**src/source/pipeline_params.svh**
```systemverilog
`ifndef PIPELINE_PARAMS_SVH
`define PIPELINE_PARAMS_SVH

// Datapath and register file sizes
`define PL_DATA_W      32
`define PL_REG_ID_W    3
`define PL_NUM_GPR     8
`define PL_IMM_W       16
`define PL_INSTR_W     32
`define PL_OPC_W       3

// Instruction field positions
`define PL_OPC_LSB     29
`define PL_IMM_SEL_BIT 28
`define PL_DR_LSB      25
`define PL_SR1_LSB     22
`define PL_SR2_LSB     19

// Shift amount comes from operand B low bits
`define PL_SHAMT_W     5

`endif

```
**src/source/pipeline_pkg.sv**
```systemverilog
`include "pipeline_params.svh"

package pipeline_pkg;

   // ALU operations, encoded in instruction bits 31..29
   typedef enum logic [`PL_OPC_W-1:0] {
      op_add = 3'd0,
      op_sub = 3'd1,
      op_and = 3'd2,
      op_or  = 3'd3,
      op_xor = 3'd4,
      op_shl = 3'd5,
      op_shr = 3'd6,
      op_mov = 3'd7
   } opcode_e;

   typedef logic [`PL_DATA_W-1:0] data_t;

   typedef logic [`PL_REG_ID_W-1:0] reg_id_t;

   // Zero-extended to data width in the operand stage
   typedef logic [`PL_IMM_W-1:0] imm_t;

   typedef logic [`PL_INSTR_W-1:0] instr_t;

endpackage

```
**src/source/decode_stage.sv**
```systemverilog
`timescale 1ns/1ps
`include "pipeline_params.svh"

module decode_stage import pipeline_pkg::*; (
   input  logic    clk,
   input  logic    rst_n,
   input  logic    instr_valid,
   input  instr_t  instr,
   input  logic    stall,
   output logic    de_valid,
   output opcode_e de_op,
   output logic    de_imm_sel,
   output reg_id_t de_dr,
   output reg_id_t de_sr1,
   output reg_id_t de_sr2,
   output imm_t    de_imm,
   output logic    de_need_sr1,
   output logic    de_need_sr2
);

   opcode_e opc;
   logic    imm_sel;

   // Field extraction
   assign opc     = opcode_e'(instr[`PL_OPC_LSB +: `PL_OPC_W]);
   assign imm_sel = instr[`PL_IMM_SEL_BIT];

   always_ff @(posedge clk) begin
      if (!rst_n) begin
         de_valid <= 1'b0;
      end else if (!stall) begin
         de_valid <= instr_valid;
      end
   end

   // Decode latch payload that holds on stall
   always_ff @(posedge clk) begin
      if (!stall) begin
         de_op       <= opc;
         de_imm_sel  <= imm_sel;
         de_dr       <= instr[`PL_DR_LSB +: `PL_REG_ID_W];
         de_sr1      <= instr[`PL_SR1_LSB +: `PL_REG_ID_W];
         de_sr2      <= instr[`PL_SR2_LSB +: `PL_REG_ID_W];
         de_imm      <= instr[`PL_IMM_W-1:0];
         // mov takes only operand B
         de_need_sr1 <= (opc != op_mov);
         de_need_sr2 <= !imm_sel;
      end
   end

   // Held instruction must not change while the operand stage waits on it
   a_hold_on_stall: assert property (@(posedge clk) disable iff (!rst_n)
      stall |=> $stable({de_valid, de_op, de_imm_sel, de_dr, de_sr1, de_sr2,
                         de_imm, de_need_sr1, de_need_sr2}));

endmodule

```
**src/source/dependency_check.sv**
```systemverilog
`timescale 1ns/1ps

module dependency_check import pipeline_pkg::*; (
   input  logic    de_valid,
   input  reg_id_t de_sr1,
   input  reg_id_t de_sr2,
   input  logic    de_need_sr1,
   input  logic    de_need_sr2,
   input  logic    ex_valid,
   input  reg_id_t ex_dr,
   input  logic    wb_valid,
   input  reg_id_t wb_dr,
   output logic    stall
);

   logic sr1_busy;
   logic sr2_busy;

   // A source is busy while a write to it sits in the execute or writeback latch
   assign sr1_busy = (ex_valid && (ex_dr == de_sr1)) || (wb_valid && (wb_dr == de_sr1));
   assign sr2_busy = (ex_valid && (ex_dr == de_sr2)) || (wb_valid && (wb_dr == de_sr2));

   // No bypass paths, so any hit waits for the register file write
   assign stall = de_valid && ((de_need_sr1 && sr1_busy) || (de_need_sr2 && sr2_busy));

   always_comb begin
      a_stall_needs_valid: assert (!stall || de_valid)
         else $error("stall raised with empty decode latch");
   end

endmodule

```
**src/source/register_file.sv**
```systemverilog
`timescale 1ns/1ps
`include "pipeline_params.svh"

module register_file import pipeline_pkg::*; (
   input  logic    clk,
   input  logic    rst_n,
   input  reg_id_t rd_id1,
   input  reg_id_t rd_id2,
   input  logic    wr_en,
   input  reg_id_t wr_id,
   input  data_t   wr_data,
   output data_t   rd_data1,
   output data_t   rd_data2
);

   data_t gpr [`PL_NUM_GPR];

   // Write lands at the edge, reads see it from the next cycle on
   always_ff @(posedge clk) begin
      if (!rst_n) begin
         for (int i = 0; i < `PL_NUM_GPR; i++) begin
            gpr[i] <= '0;
         end
      end else if (wr_en) begin
         gpr[wr_id] <= wr_data;
      end
   end

   assign rd_data1 = gpr[rd_id1];
   assign rd_data2 = gpr[rd_id2];

   a_wr_id_known: assert property (@(posedge clk) disable iff (!rst_n)
      wr_en |-> !$isunknown(wr_id));

endmodule

```
**src/source/operand_stage.sv**
```systemverilog
`timescale 1ns/1ps
`include "pipeline_params.svh"

module operand_stage import pipeline_pkg::*; (
   input  logic    clk,
   input  logic    rst_n,
   input  logic    stall,
   input  logic    de_valid,
   input  opcode_e de_op,
   input  logic    de_imm_sel,
   input  reg_id_t de_dr,
   input  reg_id_t de_sr1,
   input  reg_id_t de_sr2,
   input  imm_t    de_imm,
   input  data_t   rd_data1,
   input  data_t   rd_data2,
   output reg_id_t rd_id1,
   output reg_id_t rd_id2,
   output logic    ex_valid,
   output opcode_e ex_op,
   output reg_id_t ex_dr,
   output data_t   ex_a,
   output data_t   ex_b
);

   data_t imm_ext;
   data_t opnd_b;

   // Read indices straight from the decode latch
   assign rd_id1 = de_sr1;
   assign rd_id2 = de_sr2;

   assign imm_ext = {{(`PL_DATA_W - `PL_IMM_W){1'b0}}, de_imm};
   assign opnd_b  = de_imm_sel ? imm_ext : rd_data2;

   // Bubble while the decode latch waits on a busy source
   always_ff @(posedge clk) begin
      if (!rst_n) begin
         ex_valid <= 1'b0;
      end else begin
         ex_valid <= de_valid && !stall;
      end
   end

   always_ff @(posedge clk) begin
      ex_op <= de_op;
      ex_dr <= de_dr;
      ex_a  <= rd_data1;
      ex_b  <= opnd_b;
   end

endmodule

```
**src/source/execute_stage.sv**
```systemverilog
`timescale 1ns/1ps
`include "pipeline_params.svh"

module execute_stage import pipeline_pkg::*; (
   input  logic    clk,
   input  logic    rst_n,
   input  logic    ex_valid,
   input  opcode_e ex_op,
   input  reg_id_t ex_dr,
   input  data_t   ex_a,
   input  data_t   ex_b,
   output logic    wb_valid,
   output reg_id_t wb_dr,
   output data_t   wb_data
);

   logic [`PL_SHAMT_W-1:0] shamt;
   data_t                  alu_result;

   assign shamt = ex_b[`PL_SHAMT_W-1:0];

   // ALU
   always_comb begin
      alu_result = ex_b;
      case (ex_op)
         op_add: alu_result = ex_a + ex_b;
         op_sub: alu_result = ex_a - ex_b;
         op_and: alu_result = ex_a & ex_b;
         op_or:  alu_result = ex_a | ex_b;
         op_xor: alu_result = ex_a ^ ex_b;
         op_shl: alu_result = ex_a << shamt;
         op_shr: alu_result = ex_a >> shamt;
         op_mov: alu_result = ex_b;
         default: alu_result = ex_b;
      endcase
   end

   // Writeback latch, also the register file write port
   always_ff @(posedge clk) begin
      if (!rst_n) begin
         wb_valid <= 1'b0;
      end else begin
         wb_valid <= ex_valid;
      end
   end

   always_ff @(posedge clk) begin
      wb_dr   <= ex_dr;
      wb_data <= alu_result;
   end

   // No stray write right out of reset
   a_wb_quiet_after_reset: assert property (@(posedge clk)
      !rst_n |=> !wb_valid);

endmodule

```
**src/source/pipeline_top.sv**
```systemverilog
`timescale 1ns/1ps

module pipeline_top import pipeline_pkg::*; (
   input  logic    clk,
   input  logic    rst_n,
   input  logic    instr_valid,
   input  instr_t  instr,
   output logic    instr_stall,
   output logic    wb_valid,
   output reg_id_t wb_dr,
   output data_t   wb_data
);

   // Decode latch
   logic    de_valid;
   opcode_e de_op;
   logic    de_imm_sel;
   reg_id_t de_dr;
   reg_id_t de_sr1;
   reg_id_t de_sr2;
   imm_t    de_imm;
   logic    de_need_sr1;
   logic    de_need_sr2;

   // Register reads
   reg_id_t rd_id1;
   reg_id_t rd_id2;
   data_t   rd_data1;
   data_t   rd_data2;

   // Execute latch
   logic    ex_valid;
   opcode_e ex_op;
   reg_id_t ex_dr;
   data_t   ex_a;
   data_t   ex_b;

   decode_stage u_decode_stage (
      .clk(clk), .rst_n(rst_n), .instr_valid(instr_valid), .instr(instr),
      .stall(instr_stall), .de_valid(de_valid), .de_op(de_op), .de_imm_sel(de_imm_sel),
      .de_dr(de_dr), .de_sr1(de_sr1), .de_sr2(de_sr2), .de_imm(de_imm),
      .de_need_sr1(de_need_sr1), .de_need_sr2(de_need_sr2)
   );

   dependency_check u_dependency_check (
      .de_valid(de_valid), .de_sr1(de_sr1), .de_sr2(de_sr2),
      .de_need_sr1(de_need_sr1), .de_need_sr2(de_need_sr2),
      .ex_valid(ex_valid), .ex_dr(ex_dr), .wb_valid(wb_valid), .wb_dr(wb_dr),
      .stall(instr_stall)
   );

   register_file u_register_file (
      .clk(clk), .rst_n(rst_n), .rd_id1(rd_id1), .rd_id2(rd_id2),
      .wr_en(wb_valid), .wr_id(wb_dr), .wr_data(wb_data),
      .rd_data1(rd_data1), .rd_data2(rd_data2)
   );

   operand_stage u_operand_stage (
      .clk(clk), .rst_n(rst_n), .stall(instr_stall), .de_valid(de_valid),
      .de_op(de_op), .de_imm_sel(de_imm_sel), .de_dr(de_dr), .de_sr1(de_sr1),
      .de_sr2(de_sr2), .de_imm(de_imm), .rd_data1(rd_data1), .rd_data2(rd_data2),
      .rd_id1(rd_id1), .rd_id2(rd_id2), .ex_valid(ex_valid), .ex_op(ex_op),
      .ex_dr(ex_dr), .ex_a(ex_a), .ex_b(ex_b)
   );

   execute_stage u_execute_stage (
      .clk(clk), .rst_n(rst_n), .ex_valid(ex_valid), .ex_op(ex_op), .ex_dr(ex_dr),
      .ex_a(ex_a), .ex_b(ex_b), .wb_valid(wb_valid), .wb_dr(wb_dr), .wb_data(wb_data)
   );

endmodule

```
**config.mk**
```make
export PLATFORM = sky130hd
export DESIGN_NAME = pipeline_top
export DESIGN_NICKNAME = d
export VERILOG_FILES = /design/src/source/pipeline_pkg.sv /design/src/source/decode_stage.sv /design/src/source/dependency_check.sv /design/src/source/register_file.sv /design/src/source/operand_stage.sv /design/src/source/execute_stage.sv /design/src/source/pipeline_top.sv
export VERILOG_INCLUDE_DIRS = /design/src /design/src/source
export SDC_FILE = /design/constraint.sdc
export NUM_CORES = 1
export LEC_CHECK = 0
export BUFFER_PORTS_ARGS = -buffer_cell sky130_fd_sc_hd__buf_4
export CORE_MARGIN = 5
export CORE_UTILIZATION = 30
export DETAILED_ROUTE_END_ITERATION = 6
export MAX_ROUTING_LAYER = met4
export PLACE_DENSITY = 0.47
export SYNTH_ARGS = -nofsm -noshare
export SYNTH_HDL_FRONTEND = slang
export SYNTH_SLANG_ARGS = --single-unit
```
**constraint.sdc**
```tcl
create_clock -name clk -period 6.2 [get_ports clk]
set_input_delay 1.24 -clock clk [delete_from_list [all_inputs] [get_ports clk]]
set_output_delay 1.24 -clock clk [all_outputs]
set_load 0.05 [all_outputs]
```
==> results by group, run 1 <==
Power and ir drop
  – Comb power frac: 0.252
  – Maximum vdd ir drop: between 0.15 and 0.2 mV
  – Switching share of power: 0.330
  – Share of total power in the clock network: 0.326
  – Power per Cell Area: about 280 mW/mm^2
  – Share of total power in sequential cells: 0.422
  – Internal power summed over all cells: 5.29 mW
  – Standby leakage power: 10.4 nW
  – P_sw: 2.61 mW

Yosys
  – Warning count from the yosys run: 0
  – Number of unique standard cell types used by synthesis: 68
  – Area contributors post-synth: sky130_fd_sc_hd__edfxtp_1 (35%), sky130_fd_sc_hd__mux4_2 (17%), sky130_fd_sc_hd__dfxtp_1 (9.0%)
  – Most used standard cell by instance count after synthesis: sky130_fd_sc_hd__edfxtp_1
  – Flop and latch count out of synthesis: just under 400
  – Avg Synthesized Cell Area: between 10 and 15 um^2
  – Nets in the synthesized netlist: 2198
  – Leading area contributor after synthesis: sky130_fd_sc_hd__edfxtp_1
  – Count of flip-flops with a built-in enable after synthesis: between 200 and 300
  – Post-synthesis cell count: 2065
  – Most frequent cells after synthesis: sky130_fd_sc_hd__edfxtp_1 (287), sky130_fd_sc_hd__and2_1 (263), sky130_fd_sc_hd__mux4_2 (184)
  – Share of synthesized area occupied by flip-flops and latches: 0.439
  – Top cell type's share of synthesized area: 0.349
  – Dominant register cell in the synthesized netlist: sky130_fd_sc_hd__edfxtp_1
  – Cell Area, Synth: 0.0247 mm^2
  – Share of flip-flops with an asynchronous set or reset: 0

GRT
  – Pin count of the biggest net entering global routing: 68
  – First-pass GRT wire length: 122000 um
  – Antenna violations before repair: 2
  – Total congestion overflow after global routing: 0
  – Vias in the first global route: 18200
  – Aggregate global-route resource usage: 0.188

Clock tree
  – Later-pin clock latency in the skew report: 580 ps
  – CTS tree: built
  – Cells resized by post-CTS repair: 0
  – Number of buffers inserted during clock tree synthesis: 45
  – Number of buffers inserted for hold repair after clock tree synthesis: 0
  – Post-CTS setup buffers: 0
  – Number of buffers on the longest clock path: 3
  – Number of levels the H-tree was split into: 2
  – Reg clk slew, reported paths: 60 ps
  – Root buf cell: sky130_fd_sc_hd__clkbuf_16
  – CTS sink cnt: approximately 400

Drt
  – Iter 0 DRT Violations: 1680
  – Wire length per cell after detailed routing: roughly 26 um
  – Average via count per standard cell: 5.50
  – Final ANT Viol Nets: 0
  – First drt pass iteration count: 7
  – Aggregate routed wire length: 82800 um
  – Remaining DRCs: 1
  – Detailed-route via count: ~18000

Flow run
  – Number of max-cap violations: 0

Critical path
  – Highest cell delay on the worst timing path: 540 ps
  – Cell Chain, Critical Path: inv_1, ha_1, nand4_1, nor2_1, nand2_1, nor2_1, a41oi_1, xnor2_1, ha_1, a21oi_1, o21a_1, o211ai_1, a2111oi_4, o31ai_1, a31oi_1, xnor2_1, o211ai_1
  – WP buf/inv: 1
  – Worst Path Max Fanout: 15
  – R2R depth: 17
  – Type of the worst setup path: flop to flop
  – Path length in cells of the critical path: 17
  – Critical path startpoint category: flop
  – CP endpoint kind: flop
  – Required arrival time at the worst endpoint: 6630 ps
  – Arrival time at the worst endpoint: 5150 ps
  – Cell with the largest stage delay on the worst path: sky130_fd_sc_hd__inv_1
  – Kind of cell with the highest combined delay on the critical path: compound AO/OA/AOI/OAI gates

Hold path
  – Hold/Removal Path Class: flop to flop
  – Worst hold stages: 0

Run status
  – Run status: complete, but fails checks
  – Violated checks: DRC

STA
  – Unrepaired setup endpoints after global routing: no
  – Period minus WS final: 4720 ps
  – Slack of the critical path: 1480 ps
  – Worst-case clock skew: about 15 ps
  – Final-report hold violation count: 0
  – Final Cycle Share: 0.761
  – Least-Margin Pin Slew: 1070 ps
  – Final slew viol count: 0
  – Total negative slack: 0 ps
  – Highest clock frequency the design can meet: around 0.21 GHz
  – Remaining max-slew budget at the tightest pin: 0.285
  – Number of endpoints failing setup at the final stage: 0

Floorplan
  – Initial Util: 0.302
  – Number of rows in the core area: approximately 110
  – # IOs: 72
  – Die Height: between 200 and 300 um
  – Width of the die: 297 um
  – Die area: 0.0881 mm^2
  – Floorplan core area: between 0.08 and 0.09 mm^2

Place
  – Routability congestion estimate: 0.963
  – Worst slack after detailed placement: 1470 ps
  – Number of buffers inserted by port buffering: between 60 and 70
  – Detailed-placement wirelength estimate: 56500 um

Finish
  – Fin nets: 2215
  – Fraction of final layout cells sized beyond drive strength 1: 0.207
  – P&R area growth vs syn: 12.6%
[worst register-to-register path, stage by stage (launching register included)]
cell and delay [ps]:
sky130_fd_sc_hd__dfxtp_2 320, sky130_fd_sc_hd__inv_1 540, sky130_fd_sc_hd__ha_1 360, sky130_fd_sc_hd__nand4_1 270, sky130_fd_sc_hd__nor2_1 320, sky130_fd_sc_hd__nand2_1 190, sky130_fd_sc_hd__nor2_1 130, sky130_fd_sc_hd__a41oi_1 140
sky130_fd_sc_hd__xnor2_1 160, sky130_fd_sc_hd__ha_1 400, sky130_fd_sc_hd__a21oi_1 250, sky130_fd_sc_hd__o21a_1 190, sky130_fd_sc_hd__o211ai_1 180, sky130_fd_sc_hd__a2111oi_4 420, sky130_fd_sc_hd__o31ai_1 200, sky130_fd_sc_hd__a31oi_1 280
sky130_fd_sc_hd__xnor2_1 150, sky130_fd_sc_hd__o211ai_1 100
[cell usage in the layout, fill, tap and decap left out, drive strengths merged, types with 13 or more instances in the layout]
master,count
a22oi,30
ha,97
edfxtp,287
dfxtp,111
inv,81
a31oi,13
nand2,99
clkbuf,63
mux2i,74
o21ai,95
xnor2,59
clkinv,15
nand4,16
a221oi,13
nor3,27
nand3,19
nor2,130
mux2,40
a21oi,83
mux4,190
and2,263
o211ai,16
buf,120
o22ai,23
[sequential cells by signal, indices dropped and copies added, names as in the netlist, named ones only]
register / count
u_decode_stage.de_op: 3
u_decode_stage.de_need_sr2: 1
u_execute_stage.wb_valid: 1
u_operand_stage.ex_valid: 1
u_register_file.gpr: 256
u_execute_stage.wb_dr: 3
u_operand_stage.ex_b: 32
u_decode_stage.de_imm_sel: 1
u_operand_stage.ex_dr: 3
u_operand_stage.ex_op: 3
u_execute_stage.wb_data: 32
u_decode_stage.de_imm: 16
u_decode_stage.de_need_sr1: 1
u_decode_stage.de_sr1: 3
u_decode_stage.de_sr2: 3
u_operand_stage.ex_a: 32
u_decode_stage.de_dr: 3
u_decode_stage.de_valid: 1
[cells by family after synthesis]
| logic type | count (synthesis) | share of synthesized area |
|---|---|---|
| AND/OR/NAND/NOR | 598 | 0.127 |
| flip-flops | 398 | 0.439 |
| AO/OA/AOI/OAI | 375 | 0.0998 |
| multiplexers | 304 | 0.223 |
| buffers and inverters | 228 | 0.0388 |
| adder cells (fa/ha/maj) | 98 | 0.0500 |
| XOR/XNOR | 64 | 0.0227 |
[power groups by stage]
stage / Sequential, mW / Clock, mW / Combinational (mW)
finish: 3.33 / 2.57 / 1.99
global route: 3.37 / 2.74 / 2.14
CTS: 3.33 / 2.64 / 1.98
detailed placement: 3.39 / 0 / 1.97
global placement: 3.38 / 0 / 1.97
floorplan: 3.41 / 0 / 1.23
[layout make-up]
cell class / instances / area [um^2]
inverter: 78 / 293
clock inverter: 20 / 146
sequential: 398 / 10900
clock buffer: 63 / 1270
timing repair buffer: 120 / 901
multi-input combinational: 1439 / 13000
tap: 1070 / 1340
fill: 8156 / 54100
antenna: 3 / 7.51
[layer usage]
metal | vias to the layer above | wire length (um) | track usage | share of wire
li1 | 7852 | - | - | -
met1 | 8998 | 37200 | 0.255 | 0.45
met2 | 589 | 39500 | 0.303 | 0.48
met3 | 123 | 4180 | 0.0226 | 0.050
met4 | 0 | 1960 | 0.0464 | 0.024
met5 | - | 0 | - | 0
[final timing paths]
path              slack, ps                                   to                         startpoint
setup / recovery       1480  u_execute_stage.wb_data[31]$_DFF_P_    u_operand_stage.ex_b[1]$_DFF_P_
hold / removal          340     u_operand_stage.ex_op[1]$_DFF_P_  u_decode_stage.de_op[1]$_DFFE_PN_
setup reg to reg       1480  u_execute_stage.wb_data[31]$_DFF_P_    u_operand_stage.ex_b[1]$_DFF_P_
hold reg to reg         340     u_operand_stage.ex_op[1]$_DFF_P_  u_decode_stage.de_op[1]$_DFFE_PN_
[stage by stage]
step / util / total power [mW] / instances / cell area (um^2) / hold slack [ps]
final: 0.340 / 7.90 / 3191 / 27800 / 343
after global routing: 0.340 / 8.25 / 3190 / 27800 / 346
after CTS: 0.339 / 7.96 / 3188 / 27800 / 342
after detailed placement: 0.322 / 5.36 / 3105 / 26400 / 331
after global placement: 0.322 / 5.34 / 3105 / 26400 / 332
after floorplan: - / 4.64 / 2065 / 24700 / 323
(Power assumes the default switching activity.)
==> run 2: changes to the inputs <==
- PLACE_DENSITY: 0.47 -> 0.49
- clock period: 6.2 -> 3.95 ns (I/O delays scaled with it)
==> results by group, run 2 (same netlist as run 1, synthesis figures left out) <==
Finish
  – Footprint of the multi-input gates: 0.0130 mm^2 (+0.40%)
  – Most common cell after layout, fill and taps aside: sky130_fd_sc_hd__edfxtp_1
  – Sequential cell area: 0.0109 mm^2 (unchanged)
  – Fin nets: 2282 (+3.0%)
  – Utilization after layout: 0.345 (+0.00587)
  – Biggest register: u_register_file.gpr
  – P&R area growth vs syn: 14.6%
  – Most used cells in the layout excluding fill and tap cells: sky130_fd_sc_hd__edfxtp_1 (287), sky130_fd_sc_hd__and2_1 (263), sky130_fd_sc_hd__buf_4 (186)
  – Total of fill cells in the finished design: 8034 (-1.5%)
  – Fraction of final layout cells sized beyond drive strength 1: 0.238 (+0.0305)
  – Flip-flop count of the largest register, all copies and words added: 256 (unchanged)

Floorplan
  – Floorplan core area: 0.0818 mm^2 (unchanged)
  – Number of rows in the core area: 105 (unchanged)
  – Die Height: 297 um (unchanged)
  – Width of the die: 297 um (unchanged)
  – Initial Util: 0.302 (unchanged)
  – Die area: 0.0881 mm^2 (unchanged)
  – # IOs: 72 (unchanged)

Drt
  – Average via count per standard cell: 5.45 (-0.98%)
  – Remaining DRCs: 0 (-1)
  – Detailed-route via count: 17700 (+0.88%)
  – Wire length per cell after detailed routing: 25.4 um (-2.0%)
  – First drt pass iteration count: 5 (-2)
  – Iter 0 DRT Violations: 1604 (-4.5%)
  – Final ANT Viol Nets: 0 (unchanged)
  – Aggregate routed wire length: 82700 um (-0.20%)

STA
  – Number of endpoints failing setup at the final stage: 0 (unchanged)
  – Final-report hold violation count: 0 (unchanged)
  – Slack of the critical path: 203 ps (-1280 ps)
  – Least-Margin Pin Slew: 899 ps (-169 ps)
  – Final slew viol count: 0 (unchanged)
  – Period minus WS final: 3750 ps (-974 ps)
  – Final Cycle Share: 0.949 (+0.187)
  – Highest clock frequency the design can meet: 0.267 GHz (+26%)
  – Unrepaired setup endpoints after global routing: yes
  – Remaining max-slew budget at the tightest pin: 0.398 (+0.113)
  – Worst-case clock skew: 13.5 ps (-1.21 ps)
  – Total negative slack: 0 ps (unchanged)
  – Tightest hold margin: 335 ps (-8.39 ps)

Hold path
  – Hold/Removal Path Class: flop to flop

Power and ir drop
  – Power per Cell Area: 436 mW/mm^2 (+54%)
  – Maximum vdd ir drop: 0.246 mV (+28%)
  – Total power: 12.3 mW (+56%)
  – Standby leakage power: 10.7 nW (+2.9%)

Clock tree
  – Number of levels the H-tree was split into: 2 (unchanged)
  – Number of buffers inserted during clock tree synthesis: 41 (-8.9%)
  – CTS tree: built
  – Later-pin clock latency in the skew report: 550 ps (-30 ps)
  – Reg clk slew, reported paths: 70 ps (about the same)
  – Root buf cell: sky130_fd_sc_hd__clkbuf_16
  – Number of buffers on the longest clock path: 3 (unchanged)
  – CTS sink cnt: 398 (unchanged)

GRT
  – Vias in the first global route: 18300 (+0.90%)
  – Pin count of the biggest net entering global routing: 68 (unchanged)
  – First-pass GRT wire length: 122000 um (about the same)
  – Aggregate global-route resource usage: 0.187 (-0.000459)
  – Antenna violations before repair: 5 (+3)
  – Total congestion overflow after global routing: 0 (unchanged)

Place
  – Worst slack after detailed placement: 110 ps (-1360 ps)
  – Detailed-placement wirelength estimate: 57000 um (+0.73%)
  – Number of buffers inserted by port buffering: 68 (unchanged)
  – Routability congestion estimate: 0.984 (+2.2%)

Critical path
  – Required arrival time at the worst endpoint: 4340 ps (-2290 ps)
  – Arrival time at the worst endpoint: 4130 ps (-1020 ps)
  – Critical path startpoint category: flop
  – Type of the worst setup path: flop to flop
  – CP endpoint kind: flop
  – Worst Path Max Fanout: 3 (-12)

Flow run
  – Number of max-cap violations: 0 (unchanged)

Run status
  – Run status: finished, final reports clean
run 2: stage by stage:
stage,instance area (um^2),std cells
5_1_grt,28300,3249
4_1_cts,28200,3248
3_5_place_dp,26900,3175
2_1_floorplan,24700,2065
3_3_place_gp,26900,3175
6_report,28300,3251
run 2: final cells by class:
| class | count | area share |
|---|---|---|
| multi-input cells | 1439 | 0.461 |
| flip-flops and latches | 398 | 0.384 |
| repair buffers | 191 | 0.0526 |
| well taps | 1070 | 0.0473 |
| clock buffers | 58 | 0.0400 |
| inverters | 78 | 0.0104 |
| clock inverters | 15 | 0.00473 |
| diodes | 2 | 0.000177 |
run 2: metal layers:
metal | routed length, um | global-route usage | share of wire
met1 | 35500 | 0.247 | 0.43
met2 | 40100 | 0.308 | 0.49
met3 | 4160 | 0.0164 | 0.050
met4 | 2910 | 0.0602 | 0.035
met5 | 0 | - | 0
run 2: critical path, stage by stage (launching register included):
cell and delay [ps]:
sky130_fd_sc_hd__dfxtp_1 310, sky130_fd_sc_hd__or3_1 390, sky130_fd_sc_hd__or3_4 360, sky130_fd_sc_hd__buf_4 150
sky130_fd_sc_hd__nor2_2 140, sky130_fd_sc_hd__and3_2 240, sky130_fd_sc_hd__a31oi_1 110, sky130_fd_sc_hd__xnor2_1 150
sky130_fd_sc_hd__ha_1 310, sky130_fd_sc_hd__a21o_1 190, sky130_fd_sc_hd__a31oi_1 220, sky130_fd_sc_hd__buf_4 160
sky130_fd_sc_hd__nor3_1 60, sky130_fd_sc_hd__a211o_1 250, sky130_fd_sc_hd__a221oi_1 380, sky130_fd_sc_hd__o21ai_1 190
run 2: worst paths after layout:
check	start	endpoint	slack [ps]	cells past startpoint
worst max-delay path	u_operand_stage.ex_b[10]$_DFF_P_	u_execute_stage.wb_data[22]$_DFF_P_	200	15
worst min-delay path	u_decode_stage.de_op[0]$_DFFE_PN_	u_operand_stage.ex_op[0]$_DFF_P_	330	0
worst max register to register	u_operand_stage.ex_b[10]$_DFF_P_	u_execute_stage.wb_data[22]$_DFF_P_	200	15
worst min register to register	u_decode_stage.de_op[0]$_DFFE_PN_	u_operand_stage.ex_op[0]$_DFF_P_	330	0
run 2: what timing repair did:
action / CTS / global route
endpoints found under the setup margin: 0 / 10
gates resized for setup: 0 / 17
hold buffers: 0 / 0
buffers inserted: 0 / 1
run 2: power by group:
part / switching [mW] / leakage, nW / internal (mW)
clock: 1.64 / 0.625 / 2.13
sequential: 0.510 / 3.90 / 4.74
combinational: 1.96 / 6.17 / 1.35
==> run 3: changes to the inputs <==
- CORE_MARGIN: 5 -> 2
- PLACE_DENSITY: 0.49 -> 0.47
- clock period: 3.95 -> 4.12 ns (I/O delays scaled with it)
==> results by group, run 3 (same netlist as run 1, synthesis figures left out) <==
Finish
  – Most common cell after layout, fill and taps aside: sky130_fd_sc_hd__edfxtp_1
  – Total of fill cells in the finished design: 8101 (+0.83%)
  – Fin nets: 2250 (-1.4%)
  – Antenna diode count: 0 (-2)
  – Sequential cell area: 0.0109 mm^2 (unchanged)
  – Footprint of the multi-input gates: 0.0130 mm^2 (-0.26%)
  – P&R area growth vs syn: 14.3%
  – Most used cells in the layout excluding fill and tap cells: sky130_fd_sc_hd__edfxtp_1 (287), sky130_fd_sc_hd__and2_1 (262), sky130_fd_sc_hd__mux4_2 (184)
  – Biggest register: u_register_file.gpr
  – Flip-flop count of the largest register, all copies and words added: 256 (unchanged)
  – Fraction of final layout cells sized beyond drive strength 1: 0.224 (-0.0140)

Critical path
  – Type of the worst setup path: flop to flop
  – Critical path startpoint category: flop
  – R2R setup slack: 170 ps (-30 ps)
  – CP endpoint kind: flop
  – Worst Path Max Fanout: 7 (+4)
  – Crit-path most repeated cell: sky130_fd_sc_hd__or3_1
  – Arrival time at the worst endpoint: 4370 ps (+240 ps)
  – Highest cell delay on the worst timing path: 420 ps (+30 ps)
  – Cell Chain, Critical Path: or3_1, or3_1, nor2_1, and3_1, buf_4, nand2_1, o41ai_2, xnor2_1, ha_1, nand3_1, nor3_1, nand2_1, a21oi_1, or3_1, nand3_1
  – Cell with the largest stage delay on the worst path: sky130_fd_sc_hd__ha_1
  – Required arrival time at the worst endpoint: 4550 ps (+210 ps)

Power and ir drop
  – P_sw: 4.07 mW (-0.94%)
  – Switching share of power: 0.335 (+0.00212)
  – Comb power frac: 0.255 (-0.014)
  – Standby leakage power: 10.6 nW (-0.64%)
  – Power per Cell Area: 430 mW/mm^2 (-1.3%)
  – Share of total power in sequential cells: 0.416 (-0.010)
  – Internal power summed over all cells: 8.07 mW (-1.9%)
  – Maximum vdd ir drop: 0.245 mV (-0.49%)
  – Share of total power in the clock network: 0.329 (+0.023)

Floorplan
  – Initial Util: 0.302 (+0.000485)
  – Die area: 0.0846 mm^2 (-4.0%)
  – Floorplan core area: 0.0817 mm^2 (-0.16%)
  – Width of the die: 291 um (-2.0%)
  – # IOs: 72 (unchanged)
  – Die Height: 291 um (-2.0%)
  – Number of rows in the core area: 105 (unchanged)

Drt
  – Final ANT Viol Nets: 0 (unchanged)
  – Detailed-route via count: 17800 (+0.63%)
  – Iter 0 DRT Violations: 1519 (-5.3%)
  – Remaining DRCs: 0 (unchanged)
  – First drt pass iteration count: 7 (+2)
  – Wire length per cell after detailed routing: 25.9 um (+1.7%)
  – Aggregate routed wire length: 83400 um (+0.90%)
  – Average via count per standard cell: 5.53 (+1.5%)

GRT
  – Met3 global-route usage: 0.0208 (+0.00437)
  – Aggregate global-route resource usage: 0.200 (+0.0127)
  – Pin count of the biggest net entering global routing: 68 (unchanged)
  – Antenna violations before repair: 4 (-1)
  – Met2 track utilization from global routing: 0.326 (+0.0178)
  – Busiest grt layer: met2
  – First-pass GRT wire length: 122000 um (about the same)
  – Met1 usage in global routing: 0.265 (+0.0180)
  – Vias in the first global route: 18100 (-1.2%)
  – Total congestion overflow after global routing: 0 (unchanged)

STA
  – Period minus WS final: 3950 ps (+201 ps)
  – Highest clock frequency the design can meet: 0.253 GHz (-5.1%)
  – Slack of the critical path: 173 ps (-30.8 ps)
  – Total negative slack: 0 ps (unchanged)
  – Final-report hold violation count: 0 (unchanged)
  – Least-Margin Pin Slew: 1020 ps (+123 ps)
  – Worst-case clock skew: 36.8 ps (+23.2 ps)
  – Number of endpoints failing setup at the final stage: 0 (unchanged)
  – Remaining max-slew budget at the tightest pin: 0.319 (-0.0797)
  – Final Cycle Share: 0.958 (+0.00960)
  – Final slew viol count: 0 (unchanged)
  – Unrepaired setup endpoints after global routing: no

Clock tree
  – Number of buffers on the longest clock path: 3 (unchanged)
  – Number of buffers inserted during clock tree synthesis: 45 (+9.8%)
  – CTS sink cnt: 398 (unchanged)
  – Number of levels the H-tree was split into: 2 (unchanged)
  – Later-pin clock latency in the skew report: 600 ps (+50 ps)
  – CTS tree: built
  – Reg clk slew, reported paths: 60 ps (about the same)
  – Root buf cell: sky130_fd_sc_hd__clkbuf_16

Place
  – Worst slack after detailed placement: 114 ps (+3.81 ps)
  – Routability congestion estimate: 0.945 (-4.0%)
  – Detailed-placement wirelength estimate: 57800 um (+1.4%)
  – Number of buffers inserted by port buffering: 68 (unchanged)

Run status
  – Run status: finished, final reports clean

Flow run
  – Number of max-cap violations: 0 (unchanged)

Hold path
  – Hold/Removal Path Class: flop to flop
run 3: cell count changes in the layout (fill, tap and decap cells not counted), sizes merged:
cell and delta:
inv +1, clkinvlp +1, diode -2, clkinv +3, buf -37, clkbuf +7
run 3: path summary, 6_finish.rpt:
kind / cells past startpoint / endpoint / start
setup / recovery: 15 / u_execute_stage.wb_data[28]$_DFF_P_ / u_operand_stage.ex_b[10]$_DFF_P_
hold / removal: 0 / u_operand_stage.ex_dr[2]$_DFF_P_ / u_decode_stage.de_dr[2]$_DFFE_PN_
setup reg to reg: 15 / u_execute_stage.wb_data[28]$_DFF_P_ / u_operand_stage.ex_b[10]$_DFF_P_
hold reg to reg: 0 / u_operand_stage.ex_dr[2]$_DFF_P_ / u_decode_stage.de_dr[2]$_DFFE_PN_
run 3: final cells by class:
class,instances,share of cell area
Multi-Input combinational cell,1439,0.461
Clock inverter,20,0.00741
Sequential cell,398,0.385
Timing Repair Buffer,155,0.0443
Clock buffer,64,0.0446
Inverter,78,0.0104
Tap cell,1070,0.0475
run 3: timing repair:
action | in CTS | in global routing
setup buffers | 0 | 0
hold buffers | 0 | 0
setup endpoints to repair | 0 | 7
gates resized for setup | 0 | 8
run 3: worst max-delay path: cells and delay by family (launching register included):
family / cells / cell delay, ps
AOI/OAI and AO/OA: 2 / 550
buffers and inverters: 1 / 160
DFF: 1 / 340
adders and majority gates: 1 / 420
and+or+nand+nor: 10 / 2170
xor gates and xnor gates: 1 / 130
run 3: power groups by stage:
stage,Clock (mW),Combinational (mW),Sequential [mW]
finish,3.99,3.10,5.05
floorplan,0,1.86,5.13
global route,4.24,3.30,5.10
detailed placement,0,3.06,5.12
CTS,4.10,3.07,5.04
global placement,0,3.05,5.11
run 3: per-layer routing:
layer | part of all wire | wire [um]
met5 | 0 | 0
met4 | 0.026 | 2150
met3 | 0.055 | 4560
met2 | 0.48 | 40400
met1 | 0.44 | 36300
run 3: metrics by stage:
stage | cell area (um^2) | utilization | instances | power [mW] | hold slack (ps)
2_1_floorplan | 24700 | - | 2065 | 6.99 | 323
3_3_place_gp | 26700 | 0.327 | 3140 | 8.16 | 325
3_5_place_dp | 26700 | 0.327 | 3140 | 8.18 | 330
4_1_cts | 28200 | 0.345 | 3224 | 12.2 | 344
5_1_grt | 28200 | 0.345 | 3224 | 12.6 | 359
6_report | 28200 | 0.345 | 3224 | 12.1 | 344
